==> config.mk <==
export PLATFORM = sky130hd
export DESIGN_NAME = sram_mem_top
export DESIGN_NICKNAME = d
export VERILOG_FILES = /design/src/design/sram_mem_pkg.sv /design/src/design/cpu_port_arbiter.sv /design/src/design/sram_word_sequencer.sv /design/src/design/sram_mem_top.sv
export VERILOG_INCLUDE_DIRS = /design/src /design/src/design
export SDC_FILE = /design/constraint.sdc
export NUM_CORES = 1
export LEC_CHECK = 0
export BUFFER_PORTS_ARGS = -buffer_cell sky130_fd_sc_hd__buf_2
export CORE_MARGIN = 2
export CORE_UTILIZATION = 40
export CTS_CLUSTER_DIAMETER = 100
export DETAILED_ROUTE_END_ITERATION = 12
export PLACE_DENSITY = 0.71
export SLEW_MARGIN = 20
export SYNTH_ARGS = -nofsm -noshare
export SYNTH_HDL_FRONTEND = slang
export SYNTH_SLANG_ARGS = --single-unit
export TNS_END_PERCENT = 1
==> constraint.sdc <==
create_clock -name clk -period 7.35 [get_ports clk]
set_input_delay 1.47 -clock clk [delete_from_list [all_inputs] [get_ports clk]]
set_output_delay 1.47 -clock clk [all_outputs]
set_load 0.1 [all_outputs]
==> src/design/sram_mem_config.svh <==
// ========================================
// Width macros for the SRAM memory port.
// ========================================

`ifndef SRAM_MEM_CONFIG_SVH
`define SRAM_MEM_CONFIG_SVH

// Half-word address into the SRAM, byte address bits 23 down to 1.
`define SRAM_ADDR_W 23

// External SRAM data bus.
`define SRAM_DATA_W 16

// Processor word.
`define CPU_WORD_W 32

`endif

==> src/design/sram_mem_pkg.sv <==
// ========================================
// Shared types for the SRAM memory port.
// Request, SRAM pin bundle, arbiter state.
// ========================================

`default_nettype none

`include "sram_mem_config.svh"

package sram_mem_pkg;

	// One word access from the arbiter to the sequencer.
	typedef struct packed {
		logic [`CPU_WORD_W-1:0] addr;   // Byte address.
		logic                   write;  // 1 means write.
		logic [`CPU_WORD_W-1:0] wdata;  // Write word.
	} mem_req_t;

	// Outputs towards the asynchronous SRAM.
	typedef struct packed {
		logic [`SRAM_ADDR_W-1:0] addr;   // Half-word address.
		logic                    we_n;   // Write strobe, active low.
		logic                    oe_n;   // Output enable, active low.
		logic [`SRAM_DATA_W-1:0] dq_out; // Write data.
		logic                    dq_oe;  // We drive the data bus.
	} sram_pins_t;

	// Which processor port is being served.
	typedef enum logic [1:0] {
		IDLE,
		INSTR,
		DATA
	} port_state_t;

endpackage

`default_nettype wire

==> src/design/cpu_port_arbiter.sv <==
// ========================================
// Processor side arbiter. Instruction first,
// registered stall, result word registers.
// ========================================

`timescale 1ns/100ps
`default_nettype none

`include "sram_mem_config.svh"

module cpu_port_arbiter
	import sram_mem_pkg::*;
(
	input  logic                   clk,
	input  logic                   rst,
	// Processor ports.
	input  logic                   ie,     // Instruction fetch enable.
	input  logic                   de,     // Data access enable.
	input  logic [`CPU_WORD_W-1:0] iaddr,
	input  logic [`CPU_WORD_W-1:0] daddr,
	input  logic                   drw,    // 1 means write.
	input  logic [`CPU_WORD_W-1:0] din,
	output logic [`CPU_WORD_W-1:0] iout,
	output logic [`CPU_WORD_W-1:0] dout,
	output logic                   stall,
	// Sequencer side.
	input  logic                   done,
	input  logic [`CPU_WORD_W-1:0] rdata,
	output logic                   start,
	output mem_req_t               req
);

	port_state_t state;
	port_state_t state_nxt;
	logic        issued; // Start already strobed in this state.

	// ========================================
	// Port FSM
	// ========================================

	always_comb begin
		state_nxt = state;
		case (state)
			IDLE: begin
				if (ie) begin
					state_nxt = INSTR; // Fetch always goes first.
				end else if (de) begin
					state_nxt = DATA;
				end
			end
			INSTR: begin
				if (done) begin
					state_nxt = de ? DATA : IDLE; // Chain the data access if pending.
				end
			end
			DATA: begin
				if (done) begin
					state_nxt = IDLE;
				end
			end
			default: state_nxt = IDLE;
		endcase
	end

	always_ff @(posedge clk) begin
		if (rst) begin
			state  <= IDLE;
			issued <= 1'b0;
			stall  <= 1'b0;
		end else begin
			state <= state_nxt;
			stall <= (state_nxt != IDLE); // High for every busy state.
			if (state_nxt != state) begin
				issued <= 1'b0; // New state, new access.
			end else if (start) begin
				issued <= 1'b1;
			end
		end
	end

	// One strobe per non-idle state, first cycle in it.
	assign start = (state != IDLE) && !issued;

	// ========================================
	// Request and results
	// ========================================

	// Inputs are held by the processor, so no request register here.
	always_comb begin
		req.addr  = (state == DATA) ? daddr : iaddr;
		req.write = (state == DATA) && drw; // Fetches never write.
		req.wdata = din;
	end

	// Result words hold until the next access of their port.
	always_ff @(posedge clk) begin
		if (done && state == INSTR) begin
			iout <= rdata;
		end
		if (done && state == DATA && !req.write) begin
			dout <= rdata; // Writes leave dout alone.
		end
	end

endmodule

`default_nettype wire

==> src/design/sram_word_sequencer.sv <==
// ========================================
// Word sequencer. Two half-word SRAM cycles
// per access, drives the SRAM pins.
// ========================================

`timescale 1ns/100ps
`default_nettype none

`include "sram_mem_config.svh"

module sram_word_sequencer
	import sram_mem_pkg::*;
(
	input  logic                    clk,
	input  logic                    rst,
	input  logic                    start, // Accepted only while idle.
	input  mem_req_t                req,
	input  logic [`SRAM_DATA_W-1:0] dq_in,
	output sram_pins_t              pins,
	output logic [`CPU_WORD_W-1:0]  rdata,
	output logic                    done
);

	// Read phases.  0 upper addr, 1 upper capture, 2 lower addr, 3 lower capture.
	// Write phases. 0 setup, 1 we_n low, 2 hold, then the same for the lower half.
	localparam logic [2:0] RD_LAST = 3'd3;
	localparam logic [2:0] WR_LAST = 3'd5;

	logic                    busy;   // An access is running.
	logic [2:0]              phase;
	mem_req_t                req_q;  // Latched request.
	logic [`SRAM_DATA_W-1:0] hi_q;   // Upper half of a read.
	logic                    last;   // Final cycle of the access.
	logic                    half;   // 0 upper half, 1 lower half.
	logic                    we_ph;  // Write strobe phase.

	assign last  = busy && (phase == (req_q.write ? WR_LAST : RD_LAST));
	assign half  = req_q.write ? (phase >= 3'd3) : (phase >= 3'd2);
	assign we_ph = (phase == 3'd1) || (phase == 3'd4);

	// ========================================
	// Control
	// ========================================

	always_ff @(posedge clk) begin
		if (rst) begin
			busy  <= 1'b0;
			phase <= 3'd0;
		end else if (!busy) begin
			if (start) begin
				busy  <= 1'b1;
				phase <= 3'd0;
			end
		end else if (last) begin
			busy  <= 1'b0; // Idle again the cycle after done.
			phase <= 3'd0;
		end else begin
			phase <= phase + 3'd1;
		end
	end

	// ========================================
	// Payload
	// ========================================

	always_ff @(posedge clk) begin
		if (!busy && start) begin
			req_q <= req;
		end
		// Upper half settled after a full address cycle.
		if (busy && !req_q.write && phase == 3'd1) begin
			hi_q <= dq_in;
		end
	end

	// ========================================
	// SRAM pins
	// ========================================

	always_comb begin
		pins.addr   = {req_q.addr[`SRAM_ADDR_W:2], half}; // Word address plus half select.
		pins.dq_out = half ? req_q.wdata[`SRAM_DATA_W-1:0]
		                   : req_q.wdata[`CPU_WORD_W-1:`SRAM_DATA_W];
		pins.dq_oe  = busy && req_q.write;            // Bus driven for whole write.
		pins.oe_n   = !(busy && !req_q.write);        // Reads keep output on.
		pins.we_n   = !(busy && req_q.write && we_ph); // Setup and hold around strobe.
	end

	// Lower half is taken straight off the bus in the capture cycle.
	assign rdata = {hi_q, dq_in};
	assign done  = last;

endmodule

`default_nettype wire

==> src/design/sram_mem_top.sv <==
// ========================================
// Memory port top. Arbiter and sequencer.
// ========================================

`timescale 1ns/100ps
`default_nettype none

`include "sram_mem_config.svh"

module sram_mem_top
	import sram_mem_pkg::*;
(
	input  logic                    clk,
	input  logic                    rst,
	// Processor ports.
	input  logic                    ie,
	input  logic                    de,
	input  logic [`CPU_WORD_W-1:0]  iaddr,
	input  logic [`CPU_WORD_W-1:0]  daddr,
	input  logic                    drw,
	input  logic [`CPU_WORD_W-1:0]  din,
	output logic [`CPU_WORD_W-1:0]  iout,
	output logic [`CPU_WORD_W-1:0]  dout,
	output logic                    stall,
	// SRAM side.
	input  logic [`SRAM_DATA_W-1:0] sram_dq_in,
	output sram_pins_t              sram_pins,
	output logic                    sram_ce_n,
	output logic                    sram_lb_n,
	output logic                    sram_ub_n,
	output logic                    sram_adv_n,
	output logic                    sram_cre,
	output logic                    sram_clk
);

	logic                   start;
	mem_req_t               req;
	logic [`CPU_WORD_W-1:0] rdata;
	logic                   done;

	// Static controls for plain asynchronous mode.
	assign sram_ce_n  = 1'b0; // Chip always selected.
	assign sram_lb_n  = 1'b0; // Full half-word transfers only.
	assign sram_ub_n  = 1'b0;
	assign sram_adv_n = 1'b0; // Address flows through.
	assign sram_cre   = 1'b0; // No config register access.
	assign sram_clk   = 1'b0;

	cpu_port_arbiter cpu_port_arbiter_inst (
		.clk   (clk),
		.rst   (rst),
		.ie    (ie),
		.de    (de),
		.iaddr (iaddr),
		.daddr (daddr),
		.drw   (drw),
		.din   (din),
		.iout  (iout),
		.dout  (dout),
		.stall (stall),
		.done  (done),
		.rdata (rdata),
		.start (start),
		.req   (req)
	);

	sram_word_sequencer sram_word_sequencer_inst (
		.clk   (clk),
		.rst   (rst),
		.start (start),
		.req   (req),
		.dq_in (sram_dq_in),
		.pins  (sram_pins),
		.rdata (rdata),
		.done  (done)
	);

endmodule

`default_nettype wire

# == Word-level counts from Yosys, hierarchy flattened ==
# Index checks and enable logic that the tools add are counted.
# word_totals
ff_bits,145
input_bits,117
out_inout_bits,113
word_cells,59
# classes
add_sub_neg,1
magnitude_cmp,2
n_eq_ne,6
muxes,16
n_reduce_logical,23
# op_table
operator,count
2-to-1 mux 24 bit,1
2-to-1 mux 16 bit,1
2-to-1 mux 3 bit,4
logical AND 1 bit,11
2-to-1 mux 2 bit,5
greater-or-equal comparator 3 x 2 -> 1 bit (second input constant),2
logical NOT 1 bit,6
case mux 2 bit (3 select lines),1
nonzero test 2 bit,3
2-to-1 mux 1 bit,4
adder 3 x 1 -> 3 bit (second input constant),1
equality test 3 x 1 -> 1 bit (second input constant),1
equality test 3 bit,1
equality test 3 bit (second input constant),1
equality test 2 x 1 -> 1 bit (second input constant),1
equality test 2 bit (second input constant),1
logical NOT 2 bit,1
inequality test 2 bit,1
OR reduction 2 bit,1
logical OR 1 bit,1

# == Depth between registers and ports, before layout ==
# Gate-level depths: netlist of the first run.
# depth
word_depth,7
mapped_depth,8
mapped_depth_nobuf,6

# == Hierarchy ==
# Synthesis of the first run repeated with hierarchy kept, for this count alone.
# unflattened
hier_cells,329
hier_area_um2,5905.7
# modules_own_cells
module,instances,cells_per_inst,area_each_um2,seq_area_each_um2
sram_word_sequencer,1,164,2962.8,2212.1
cpu_port_arbiter,1,158,2894.0,2001.9
sram_mem_top,1,7,48.8,0.0

# == Worst setup path after synthesis of the first run ==
# Ideal clock, no wire load.
# synth_timing
path_type,reg2reg
start,register sram_word_sequencer_inst.busy
end,"register sram_word_sequencer_inst.req_q, in the netlist sram_word_sequencer_inst.pins[20] (enable)"
setup_time_ps,536
t_arrival_ps,4265
t_required_ps,6814
slack_ps,2549
path_stages_with_launch,3
path_buffers,1
synth_period_minus_slack_ps,4801
cell_sequence,dfxtp_1 -> clkbuf_1 -> nor3_1
# synth_via
elab_chain_len,2
# synth_rtl
element,line_no,text
"start, declared",sram_word_sequencer.sv:29,logic busy;
"start signal, assigned",sram_word_sequencer.sv:47,busy <= 1'b0;
"start signal, assigned",sram_word_sequencer.sv:51,busy <= 1'b1;
"start signal, assigned",sram_word_sequencer.sv:55,busy <= 1'b0;
logical NOT 1 bit,-,
logical AND 1 bit,sram_word_sequencer.sv:67,if (!busy && start) begin
"end signal, assigned",sram_word_sequencer.sv:68,req_q <= req;
"end, declared",sram_word_sequencer.sv:31,mem_req_t req_q;
# No other way between the ends.
# A chain may end at the register's enable or synchronous reset.

==> results of run 1 <==
-- flip-flops by register name (all words and copies together) (netlist names) --
name,count
cpu_port_arbiter_inst.stall,1
sram_word_sequencer_inst.req_q,33
cpu_port_arbiter_inst.issued,1
cpu_port_arbiter_inst.iout,32
cpu_port_arbiter_inst.dout,32
sram_word_sequencer_inst.hi_q,16
sram_word_sequencer_inst.phase,3
sram_word_sequencer_inst.busy,1
cpu_port_arbiter_inst.state,2
sram_word_sequencer_inst.pins,22
-- synthesized netlist by cell type (3+ instances only) --
library cell / instances
sky130_fd_sc_hd__buf_2: 3
sky130_fd_sc_hd__buf_4: 29
sky130_fd_sc_hd__dfxtp_1: 8
sky130_fd_sc_hd__edfxtp_1: 135
sky130_fd_sc_hd__ha_1: 5
sky130_fd_sc_hd__inv_1: 6
sky130_fd_sc_hd__mux2_2: 29
sky130_fd_sc_hd__mux2_4: 9
sky130_fd_sc_hd__nand2_1: 6
sky130_fd_sc_hd__nor2_1: 6
sky130_fd_sc_hd__nor2b_1: 3
-- logic make-up after synthesis --
| family | count (synthesis) | synth area share (%) |
|---|---|---|
| mux | 40 | 9.08 |
| compound gates | 13 | 1.98 |
| flops | 143 | 79.2 |
| buf+inv | 41 | 5.32 |
| simple gates | 28 | 3.15 |
| other cells | 1 | 0.0705 |
| fa+ha+maj | 5 | 1.18 |
-- layer usage --
layer,track usage [%],vias up,part of all wire (%)
li1,-,1389,-
met1,15.7,1394,40
met2,23.3,177,49
met3,4.60,9,9.2
met4,8.75,0,1.9
met5,0,-,0
-- cell usage in the layout, fill, tap and decap left out, types with 8 or more instances in the layout --
master and n:
sky130_fd_sc_hd__buf_2 203, sky130_fd_sc_hd__clkbuf_16 17, sky130_fd_sc_hd__dfxtp_1 8, sky130_fd_sc_hd__edfxtp_1 135, sky130_fd_sc_hd__mux2_2 29, sky130_fd_sc_hd__mux2_4 9
-- cell type report --
cell class | instances | area share [%]
Clock inverter | 15 | 1.97
Tap cell | 176 | 3.18
Multi-Input combinational cell | 92 | 12.3
Timing Repair Buffer | 208 | 15.2
Sequential cell | 143 | 60.8
Clock buffer | 17 | 6.14
Inverter | 6 | 0.325
-- path summary, 6_finish.rpt --
path | cells past startpoint | slack, ns | endpoint | startpoint
min | 0 | 0.44 | cpu_port_arbiter_inst.iout[27] | sram_word_sequencer_inst.hi_q[11]
min reg2reg | 0 | 0.44 | cpu_port_arbiter_inst.iout[27] | sram_word_sequencer_inst.hi_q[11]
max reg2reg | 3 | 5.06 | sram_word_sequencer_inst.pins[38] | cpu_port_arbiter_inst.state[0]
max | 7 | 3.02 | sram_pins[13] | sram_word_sequencer_inst.phase[2]
-- power breakdown --
group | switching (mW) | internal, mW | total (mW)
logic | 0.230 | 0.0612 | 0.291
registers | 0.0132 | 0.931 | 0.944
clock network | 0.357 | 0.446 | 0.804
==> metrics.log, run 1 <==
[metrics] status: completed
[metrics] clk slew on worst S/H paths: about 0.060 ns
[metrics] crit share post-route: 58.9%
[metrics] number of flops mapped to enable cells by yosys: 135
[metrics] cell area reported after detailed placement: 6360 um2
[metrics] Synth area leader: sky130_fd_sc_hd__edfxtp_1
[metrics] detailed placer's ending HPWL: 6910 um
[metrics] number of hold violations in the final report: 0
[metrics] DR pass1 iterations: 4
[metrics] final critical path time including I/O delays and setup: roughly 4.3 ns
[metrics] area grow syn2layout: 30.2%
[metrics] core area: 13100 um2
[metrics] total non-filler cell area in the finished layout: between 6000 and 7000 um2
[metrics] count of cell types in the netlist: 37
[metrics] total number of yosys warnings: 0
[metrics] mean cell area of the mapped netlist: just under 20 um2
[metrics] global-route wire length before repair: 15000 um
[metrics] number of gates resized after CTS: 0
[metrics] Slew Limit Fails: 0
[metrics] setup TNS: 0 ns
[metrics] later-pin clock latency in the skew report: roughly 0.42 ns
[metrics] Synth area leaders: sky130_fd_sc_hd__edfxtp_1 76%, sky130_fd_sc_hd__mux2_2 6.1%, sky130_fd_sc_hd__buf_4 4.1%
[metrics] number of cells in the design after placement: 625
[metrics] antenna-violating nets left: 0
[metrics] share of post-route cells with drive strength above 1: 59.9%
[metrics] delay of the slowest cell on the worst path: 0.52 ns
[metrics] final cell count without fillers: 657
[metrics] data required time at the worst endpoint: 5.88 ns
[metrics] Leak Pwr: about 2.8 nW
[metrics] Post-Route WL: 9800 um
[metrics] Longest Clk Path Bufs: 2
[metrics] worst setup margin: 3.02 ns
[metrics] Worst path slowest cell: sky130_fd_sc_hd__dfxtp_1
[metrics] Final setup viols: 0
[metrics] final design utilization: 52.7%
[metrics] max_cap viols: 0
[metrics] type of destination of the critical path: output pin
[metrics] remaining routing DRC violations: 0
[metrics] measured slew at the worst slew-check pin: 0.898 ns
[metrics] setup repair after global routing missed its margin: no
[metrics] vias after detailed routing: ~3000
[metrics] placer congestion estimate: 0.769
[metrics] effective utilization at floorplan: 40.5%
[metrics] Avg Vias per Cell: roughly 4.5
[metrics] critical path class: reg2out
[metrics] Multi-input gate area: 853 um2
[metrics] WP data arrival: 2.86 ns
[metrics] critical-path maximum fanout: 17
[metrics] CTS buffer count: 17
[metrics] type of the most critical hold path: reg2reg
[metrics] Max VDD drop: between 0.1 and 0.15 mV
[metrics] largest net degree at the start of global routing: 46
[metrics] vertical die dimension: 119 um
[metrics] buffers inserted by post-CTS timing repair: 0
[metrics] Overall Power: 2.04 mW
[metrics] count of filler cells inserted in the layout: 1085
[metrics] Post-Syn Instances: 271
[metrics] TritonCTS clock tree: built
[metrics] power density relative to cell area: ~290 nW/um2
[metrics] number of nets in the finished design: 590
[metrics] prevailing post-synth register cell: sky130_fd_sc_hd__edfxtp_1
[metrics] FF/Latch Area: roughly 4200 um2
[metrics] setup slack after placement: ~3.4 ns
[metrics] largest delay contributor family on the critical path: multiplexers
[metrics] Die Width: 119 um
[metrics] sequential area share after synthesis: roughly four fifths
[metrics] worst hold slack across all endpoints: about 0.44 ns
[metrics] number of placement rows: between 40 and 50
[metrics] Initial DRC Count: 194
[metrics] post-synthesis instance area: 5320 um2
[metrics] Slew HR: 39.8%
[metrics] remaining global-route overflow: 0
[metrics] count of pins on the block boundary: 230
[metrics] antenna violations before repair: 0
[metrics] maximum level of the CTS H-tree: 4
[metrics] asr flop ratio synth: 0%
[metrics] number of global-route vias before repair: approximately 3000
[metrics] Yosys reg bits: 143
[metrics] antenna cells: 0
[metrics] count of buffers from port buffering: 203
[metrics] die area: 14200 um2
[metrics] buffer type at the clock tree root: sky130_fd_sc_hd__clkbuf_16
[metrics] Num Clock Sinks: ~140
[metrics] number of hold buffers added after CTS: 0
[metrics] CP bufs+invs: 2
[metrics] critical path launch point type: flop
[metrics] post-DR wirelength/cell: approximately 15 um
[metrics] post-synth top area share: 76.2%
[metrics] Total Routing Usage GR: 14.1%
[metrics] Clock Skew: 0.0150 ns
[metrics] highest clock frequency the design can meet: 231 MHz
[metrics] ordered list of cells on the worst path: inv_1 > ha_1 > mux2_1 > o32a_2 > nor2_8 > mux2_2 > buf_2
No activity file was read; power rests on OpenSTA's default activity.
==> inputs of run 2 (changes only) <==
--- a/config.mk
+++ b/config.mk
@@ -6,6 +6,7 @@
 export SDC_FILE = /design/constraint.sdc
 export NUM_CORES = 1
 export LEC_CHECK = 0
+export ABC_AREA = 1
 export BUFFER_PORTS_ARGS = -buffer_cell sky130_fd_sc_hd__buf_2
 export CORE_MARGIN = 2
 export CORE_UTILIZATION = 40
==> constraint.sdc (replaced) <==
create_clock -name clk -period 4 [get_ports clk]
set_input_delay 0.8 -clock clk [delete_from_list [all_inputs] [get_ports clk]]
set_output_delay 0.8 -clock clk [all_outputs]
set_load 0.1 [all_outputs]
==> metrics.log, run 2 <==
[metrics] status: completed (unchanged)
[metrics] maximum level of the CTS H-tree: 4 (unchanged)
[metrics] area grow syn2layout: 30.9% (was 30.2%)
[metrics] Worst path slowest cell: sky130_fd_sc_hd__buf_2 (was sky130_fd_sc_hd__dfxtp_1)
[metrics] delay of the slowest cell on the worst path: 0.47 ns (was 0.52 ns)
[metrics] vertical die dimension: 120 um (was 119 um)
[metrics] Avg Vias per Cell: 4.49 (was 4.52)
[metrics] Num Clock Sinks: 143 (unchanged)
[metrics] Synth area leader: sky130_fd_sc_hd__edfxtp_1 (unchanged)
[metrics] setup repair after global routing missed its margin: no (unchanged)
[metrics] clk slew on worst S/H paths: 0.06 ns (about the same)
[metrics] final design utilization: 53.2% (was 52.7%)
[metrics] Yosys reg bits: 143 (unchanged)
[metrics] WP data arrival: 2.32 ns (was 2.86 ns)
[metrics] top cell types by occurrence after synthesis: 135 x sky130_fd_sc_hd__edfxtp_1, 69 x sky130_fd_sc_hd__nand2_1, 29 x sky130_fd_sc_hd__buf_4 (was 135 x sky130_fd_sc_hd__edfxtp_1, 29 x sky130_fd_sc_hd__buf_4, 29 x sky130_fd_sc_hd__mux2_2)
[metrics] final critical path time including I/O delays and setup: around 3.1 ns
[metrics] sequential area share after synthesis: 78.9% (was 79.2%)
[metrics] count of cell types in the netlist: 30 (was 37)
[metrics] type of the most critical hold path: reg2reg (unchanged)
[metrics] buffers inserted by post-CTS timing repair: 0 (unchanged)
[metrics] die area: 14300 um2 (was 14200 um2)
[metrics] registers with the highest flip-flop counts: sram_word_sequencer_inst.req_q: 33 flops, cpu_port_arbiter_inst.dout: 32 flops, cpu_port_arbiter_inst.iout: 32 flops (unchanged)
[metrics] number of hold buffers added after CTS: 0 (unchanged)
[metrics] Overall Power: 4.23 mW (was 2.04 mW)
[metrics] number of global-route vias before repair: 3206 (was 3039)
[metrics] measured slew at the worst slew-check pin: 0.700 ns (was 0.898 ns)
[metrics] number of nets in the finished design: 648 (was 590)
[metrics] ordered list of cells on the worst path: ha_1 > ha_1 > nor2_1 > o21ai_2 > nand2_4 > inv_6 > nand2_1 > nand2_1 > buf_2 (was inv_1 > ha_1 > mux2_1 > o32a_2 > nor2_8 > mux2_2 > buf_2)
[metrics] Leak Pwr: 2.93 nW (was 2.78 nW)
[metrics] share of post-route cells with drive strength above 1: 50.8% (was 59.9%)
[metrics] global-route wire length before repair: 15900 um (was 15000 um)
[metrics] effective utilization at floorplan: 40.7% (was 40.5%)
[metrics] Total Routing Usage GR: 15.0% (was 14.1%)
[metrics] prevailing post-synth register cell: sky130_fd_sc_hd__edfxtp_1 (unchanged)
[metrics] number of flops mapped to enable cells by yosys: 135 (unchanged)
[metrics] core area: 13100 um2 (unchanged)
[metrics] remaining routing DRC violations: 0 (unchanged)
[metrics] antenna-violating nets left: 0 (unchanged)
[metrics] top library cells by usage in the layout, fill and taps aside: 203 x sky130_fd_sc_hd__buf_2, 135 x sky130_fd_sc_hd__edfxtp_1, 69 x sky130_fd_sc_hd__nand2_1 (was 203 x sky130_fd_sc_hd__buf_2, 135 x sky130_fd_sc_hd__edfxtp_1, 29 x sky130_fd_sc_hd__mux2_2)
[metrics] remaining global-route overflow: 0 (unchanged)
[metrics] post-synthesis instance area: 5340 um2 (was 5320 um2)
[metrics] power density relative to cell area: 605 nW/um2 (was 294 nW/um2)
[metrics] TritonCTS clock tree: built (unchanged)
[metrics] count of buffers from port buffering: 203 (unchanged)
[metrics] critical path class: reg2out (unchanged)
[metrics] Clock Skew: 0.00564 ns (was 0.0150 ns)
[metrics] Slew HR: 53.3% (was 39.8%)
[metrics] most frequent standard cell in the layout excluding fill and tap cells: sky130_fd_sc_hd__buf_2 (unchanged)
[metrics] detailed placer's ending HPWL: 7300 um (was 6910 um)
[metrics] crit share post-route: 78.0%
[metrics] critical path launch point type: flop (unchanged)
[metrics] largest delay contributor family on the critical path: buffers and inverters (was multiplexers)
[metrics] Post-Syn Instances: 329 (was 271)
[metrics] Slew Limit Fails: 0 (unchanged)
[metrics] Synth area leaders: sky130_fd_sc_hd__edfxtp_1 76%, sky130_fd_sc_hd__nand2_1 4.8%, sky130_fd_sc_hd__mux2_2 4.6% (was sky130_fd_sc_hd__edfxtp_1 76%, sky130_fd_sc_hd__mux2_2 6.1%, sky130_fd_sc_hd__buf_4 4.1%)
[metrics] CTS buffer count: 17 (unchanged)
[metrics] number of gates resized after CTS: 0 (unchanged)
[metrics] Max VDD drop: 0.258 mV (was 0.143 mV)
[metrics] data required time at the worst endpoint: 3.20 ns (was 5.88 ns)
[metrics] Final setup viols: 0 (unchanged)
[metrics] later-pin clock latency in the skew report: 0.42 ns (about the same)
[metrics] post-DR wirelength/cell: 14.4 um (was 14.9 um)
[metrics] asr flop ratio synth: 0% (unchanged)
[metrics] Die Width: 120 um (was 119 um)
[metrics] Post-Route WL: 10300 um (was 9800 um)
[metrics] antenna cells: 0 (unchanged)
[metrics] max_cap viols: 0 (unchanged)
[metrics] vias after detailed routing: 3209 (was 2969)
[metrics] number of hold violations in the final report: 0 (unchanged)
[metrics] critical-path maximum fanout: 17 (unchanged)
[metrics] max FFs per register: 33 (unchanged)
[metrics] count of pins on the block boundary: 230 (unchanged)
[metrics] register with the highest flop count: sram_word_sequencer_inst.req_q (unchanged)
[metrics] CP bufs+invs: 2 (unchanged)
[metrics] mean cell area of the mapped netlist: 16.2 um2 (was 19.6 um2)
[metrics] number of placement rows: 42 (unchanged)
[metrics] highest clock frequency the design can meet: ~320 MHz
[metrics] DR pass1 iterations: 6 (was 4)
[metrics] cell with the most instances after synthesis: sky130_fd_sc_hd__edfxtp_1 (unchanged)
[metrics] Initial DRC Count: 148 (was 194)
[metrics] largest net degree at the start of global routing: 56 (was 46)
[metrics] type of destination of the critical path: output pin (unchanged)
[metrics] post-synth top area share: 75.9% (was 76.2%)
[metrics] antenna violations before repair: 0 (unchanged)
[metrics] placer congestion estimate: 0.805 (was 0.769)
[metrics] buffer type at the clock tree root: sky130_fd_sc_hd__clkbuf_16 (unchanged)
[metrics] total number of yosys warnings: 0 (unchanged)
[metrics] Longest Clk Path Bufs: 2 (unchanged)
[metrics] setup TNS: 0 ns (unchanged)
[run 2: cell types whose count changed in the layout (fill, tap and decap cells not counted), moves of 4 or more]
cell,before,now
sky130_fd_sc_hd__inv_1,6,15
sky130_fd_sc_hd__mux2_4,9,0
sky130_fd_sc_hd__clkinvlp_4,4,0
sky130_fd_sc_hd__nand2_1,6,69
sky130_fd_sc_hd__nor2_1,6,12
sky130_fd_sc_hd__mux2_2,29,22
[run 2: logic make-up (layout without fill, tap and decap cells)]
family                   Yosys count  in the layout  synth area share [%]
buffers and inverters             53            258                  6.60
AO/OA/AOI/OAI                      9              9                  1.01
adder cells (fa/ha/maj)            5              5                  1.17
AND/OR/NAND/NOR                   96             96                  7.63
other                              1              6                0.0702
flip-flops                       143            143                  78.9
multiplexers                      22             22                  4.64
[run 2: through the flow]
| step | cells | area, um2 | setup WS [ns] | hold slack, ns |
|---|---|---|---|---|
| detailed placement | 683 | 6370 | 1.29 | 0.432 |
| finish | 715 | 6990 | 0.881 | 0.445 |
| global placement | 683 | 6370 | 1.33 | 0.423 |
| global route | 715 | 6990 | 0.659 | 0.461 |
| CTS | 715 | 6990 | 0.827 | 0.446 |
| floorplan | 334 | 5370 | 0.459 | 0.421 |
[run 2: layer usage]
metal	GRT usage [%]	vias up	share of wire, %
met4	8.97	0	2.4
met1	16.3	1477	39
met2	24.7	188	48
li1	-	1525	-
met3	6.08	19	10
met5	0	-	0
[run 2: power by group]
part	leakage [nW]	total (mW)	switching (mW)	internal [mW]
logic	1.32	0.813	0.679	0.134
registers	1.30	1.77	0.0309	1.74
clock network	0.309	1.65	0.646	1.00
total	2.93	4.23	1.36	2.88
[run 2: final timing paths]
| check | depth (start not counted) | slack (ns) | from | to |
|---|---|---|---|---|
| setup / recovery | 9 | 0.88 | sram_word_sequencer_inst.phase[1] | sram_pins[8] |
| setup reg to reg | 7 | 2.13 | sram_word_sequencer_inst.phase[1] | cpu_port_arbiter_inst.iout[18] |
| hold / removal | 0 | 0.45 | sram_word_sequencer_inst.hi_q[4] | cpu_port_arbiter_inst.iout[20] |
| hold reg to reg | 0 | 0.45 | sram_word_sequencer_inst.hi_q[4] | cpu_port_arbiter_inst.iout[20] |
[run 2: final cells by class]
cell class                 count  area, um2
multi-input combinational    138        811
clock inverter                15        199
timing repair buffer         207       1050
inverter                      19       76.3
clock buffer                  17        425
fill                        1095       6150
sequential                   143       4210
tap                          176        220
==> inputs of run 3 (changes only) <==
--- a/config.mk
+++ b/config.mk
@@ -12,7 +12,7 @@
 export CORE_UTILIZATION = 40
 export CTS_CLUSTER_DIAMETER = 100
 export DETAILED_ROUTE_END_ITERATION = 12
-export PLACE_DENSITY = 0.71
+export PLACE_DENSITY = 0.74
 export SLEW_MARGIN = 20
 export SYNTH_ARGS = -nofsm -noshare
 export SYNTH_HDL_FRONTEND = slang
==> constraint.sdc (replaced) <==
create_clock -name clk -period 2.65 [get_ports clk]
set_input_delay 0.53 -clock clk [delete_from_list [all_inputs] [get_ports clk]]
set_output_delay 0.53 -clock clk [all_outputs]
set_load 0.1 [all_outputs]
==> metrics.log, run 3 (same netlist as run 2, synthesis figures left out) <==
[metrics] critical path class: reg2out (unchanged)
[metrics] final cell count without fillers: 719 (was 715)
[metrics] TritonCTS clock tree: built (unchanged)
[metrics] type of the most critical hold path: in2reg (was reg2reg)
[metrics] crit share post-route: 94.3%
[metrics] Avg Vias per Cell: 4.44 (was 4.49)
[metrics] Total Routing Usage GR: 14.8% (was 15.0%)
[metrics] Post-Route WL: 10600 um (was 10300 um)
[metrics] antenna-violating nets left: 0 (unchanged)
[metrics] area grow syn2layout: 33.8% (was 30.9%)
[metrics] count of buffers from port buffering: 203 (unchanged)
[metrics] placer congestion estimate: 0.791 (was 0.805)
[metrics] number of nets in the finished design: 652 (was 648)
[metrics] Max VDD drop: 0.372 mV (was 0.258 mV)
[metrics] vertical die dimension: 120 um (unchanged)
[metrics] final critical path time including I/O delays and setup: 2.50 ns
[metrics] Multi-input gate area: 851 um2 (was 811 um2)
[metrics] number of global-route vias before repair: 3126 (was 3206)
[metrics] FF/Latch Area: 4220 um2 (was 4210 um2)
[metrics] status: completed (unchanged)
[metrics] count of cells along the worst register-to-register path: 3 (was 7)
[metrics] Num Clock Sinks: 143 (unchanged)
[metrics] buffer type at the clock tree root: sky130_fd_sc_hd__clkbuf_16 (unchanged)
[metrics] effective utilization at floorplan: 40.7% (unchanged)
[metrics] worst reg2reg startpoint: cpu_port_arbiter_inst.state[1] (was sram_word_sequencer_inst.phase[1])
[metrics] count of pins on the block boundary: 230 (unchanged)
[metrics] WP data arrival: 1.97 ns (was 2.32 ns)
[metrics] power density relative to cell area: 892 nW/um2 (was 605 nW/um2)
[metrics] antenna cells: 0 (unchanged)
[metrics] final design utilization: 54.4% (was 53.2%)
[metrics] post-DR wirelength/cell: 14.8 um (was 14.4 um)
[metrics] number of cells in the design after placement: 683 (unchanged)
[metrics] CTS buffer count: 17 (unchanged)
[metrics] highest clock frequency the design can meet: 400 MHz
[metrics] vias after detailed routing: 3193 (was 3209)
[metrics] DR pass1 iterations: 4 (was 6)
[metrics] critical-path maximum fanout: 7 (was 17)
[metrics] Worst Setup EP: sram_pins[16] (was sram_pins[8])
[metrics] Slew HR: 53.5% (was 53.3%)
[metrics] number of hold buffers added after CTS: 0 (unchanged)
[metrics] Slew Limit Fails: 0 (unchanged)
[metrics] total non-filler cell area in the finished layout: 7150 um2 (was 6990 um2)
[metrics] data required time at the worst endpoint: 2.12 ns (was 3.20 ns)
[metrics] maximum level of the CTS H-tree: 4 (unchanged)
[metrics] Final setup viols: 0 (unchanged)
[metrics] global-route wire length before repair: 15700 um (was 15900 um)
[metrics] clk slew on worst S/H paths: 0.06 ns (about the same)
[metrics] reg-to-reg slack, setup: 0.82 ns (was 2.13 ns)
[metrics] buffers inserted by post-CTS timing repair: 0 (unchanged)
[metrics] number of hold violations in the final report: 0 (unchanged)
[metrics] number of placement rows: 42 (unchanged)
[metrics] remaining routing DRC violations: 0 (unchanged)
[metrics] Leak Pwr: 2.97 nW (was 2.93 nW)
[metrics] Longest Clk Path Bufs: 2 (unchanged)
[metrics] Clock Skew: 0.00540 ns (was 0.00564 ns)
[metrics] Die Width: 120 um (unchanged)
[metrics] end of the worst register-to-register path: cpu_port_arbiter_inst.dout[19] (was cpu_port_arbiter_inst.iout[18])
[metrics] detailed placer's ending HPWL: 7230 um (was 7300 um)
[metrics] share of post-route cells with drive strength above 1: 52.1% (was 50.8%)
[metrics] most frequent standard cell in the layout excluding fill and tap cells: sky130_fd_sc_hd__buf_2 (unchanged)
[metrics] later-pin clock latency in the skew report: 0.41 ns (was 0.42 ns)
[metrics] Initial DRC Count: 198 (was 148)
[metrics] critical path launch point type: flop (unchanged)
[metrics] Worst Setup SP: sram_word_sequencer_inst.phase[0] (was sram_word_sequencer_inst.phase[1])
[metrics] remaining global-route overflow: 0 (unchanged)
[metrics] top library cells by usage in the layout, fill and taps aside: 186 x sky130_fd_sc_hd__buf_2, 135 x sky130_fd_sc_hd__edfxtp_1, 68 x sky130_fd_sc_hd__nand2_1 (was 203 x sky130_fd_sc_hd__buf_2, 135 x sky130_fd_sc_hd__edfxtp_1, 69 x sky130_fd_sc_hd__nand2_1)
[metrics] die area: 14300 um2 (unchanged)
[metrics] origin of the worst min-delay path: din[24] (was sram_word_sequencer_inst.hi_q[4])
[metrics] antenna violations before repair: 0 (unchanged)
[metrics] largest net degree at the start of global routing: 56 (unchanged)
[metrics] setup repair after global routing missed its margin: no (unchanged)
[metrics] count of filler cells inserted in the layout: 1064 (was 1095)
[metrics] cell area reported after detailed placement: 6390 um2 (was 6370 um2)
[metrics] register with the highest flop count: sram_word_sequencer_inst.req_q (unchanged)
[metrics] type of destination of the critical path: output pin (unchanged)
[metrics] max FFs per register: 33 (unchanged)
[metrics] registers with the highest flip-flop counts: sram_word_sequencer_inst.req_q: 33 flops, cpu_port_arbiter_inst.dout: 32 flops, cpu_port_arbiter_inst.iout: 32 flops (unchanged)
[metrics] core area: 13100 um2 (unchanged)
[metrics] max_cap viols: 0 (unchanged)
[metrics] measured slew at the worst slew-check pin: 0.698 ns (was 0.700 ns)
## run 3: cell types whose count changed in the layout (fill, tap and decap cells not counted), sizes merged
cell	delta
clkinv	+1
clkinvlp	+2
bufinv	-1
nand2	+2
## run 3: routing by layer
metal / vias up / GRT usage (%) / wire, um
li1: 1540 / - / -
met1: 1455 / 17.4 / 4290
met2: 187 / 23.8 / 5210
met3: 11 / 6.18 / 993
met4: 0 / 6.62 / 140
met5: - / 0 / 0
## run 3: final cells by class
class	instances	area share, %
Clock buffer	17	5.95
Clock inverter	15	2.42
Sequential cell	143	59.0
Inverter	19	1.17
Tap cell	176	3.08
Multi-Input combinational cell	140	11.9
Timing Repair inverter	2	0.245
Timing Repair Buffer	207	16.2
## run 3: worst min path at each step
stage | cells after the start | end
finish | 1 | sram_word_sequencer_inst.req_q[24]
global route | 1 | sram_word_sequencer_inst.req_q[21]
CTS | 1 | sram_word_sequencer_inst.req_q[4]
detailed placement | 0 | cpu_port_arbiter_inst.iout[21]
global placement | 0 | cpu_port_arbiter_inst.iout[22]
floorplan | 0 | cpu_port_arbiter_inst.dout[16]
## run 3: critical path, stage by stage (launching register included)
cell and delay (ns):
sky130_fd_sc_hd__dfxtp_2 0.34, sky130_fd_sc_hd__ha_1 0.19, sky130_fd_sc_hd__ha_1 0.19, sky130_fd_sc_hd__nor2_2 0.12
sky130_fd_sc_hd__o21ai_4 0.12, sky130_fd_sc_hd__nand2_8 0.16, sky130_fd_sc_hd__clkinv_8 0.08, sky130_fd_sc_hd__nand2_1 0.06
sky130_fd_sc_hd__nand2_1 0.10, sky130_fd_sc_hd__buf_12 0.18
## run 3: stage by stage
| stage | hold WS (ns) | total power, mW | worst slack [ns] | setup TNS (ns) |
|---|---|---|---|---|
| finish | 0.290 | 6.37 | 0.151 | 0 |
| global route | 0.264 | 6.59 | 0.00597 | 0 |
| CTS | 0.270 | 6.40 | 0.000858 | 0 |
| detailed placement | 0.431 | 3.96 | 0.266 | 0 |
| global placement | 0.424 | 3.94 | 0.313 | 0 |
| floorplan | 0.421 | 3.78 | -0.410 | -22.56 |
## run 3: power by group
| group | internal, mW | switching [mW] | total [mW] |
|---|---|---|---|
| combinational | 0.281 | 1.06 | 1.34 |
| clock | 1.41 | 0.949 | 2.36 |
| sequential | 2.62 | 0.0465 | 2.67 |
## run 3: repair_timing
item | 4_1_cts | 5_1_grt
gates resized for setup | 29 | 12
cloned | 0 | 4
setup endpoints to repair | 17 | 16
pin swaps | 0 | 2
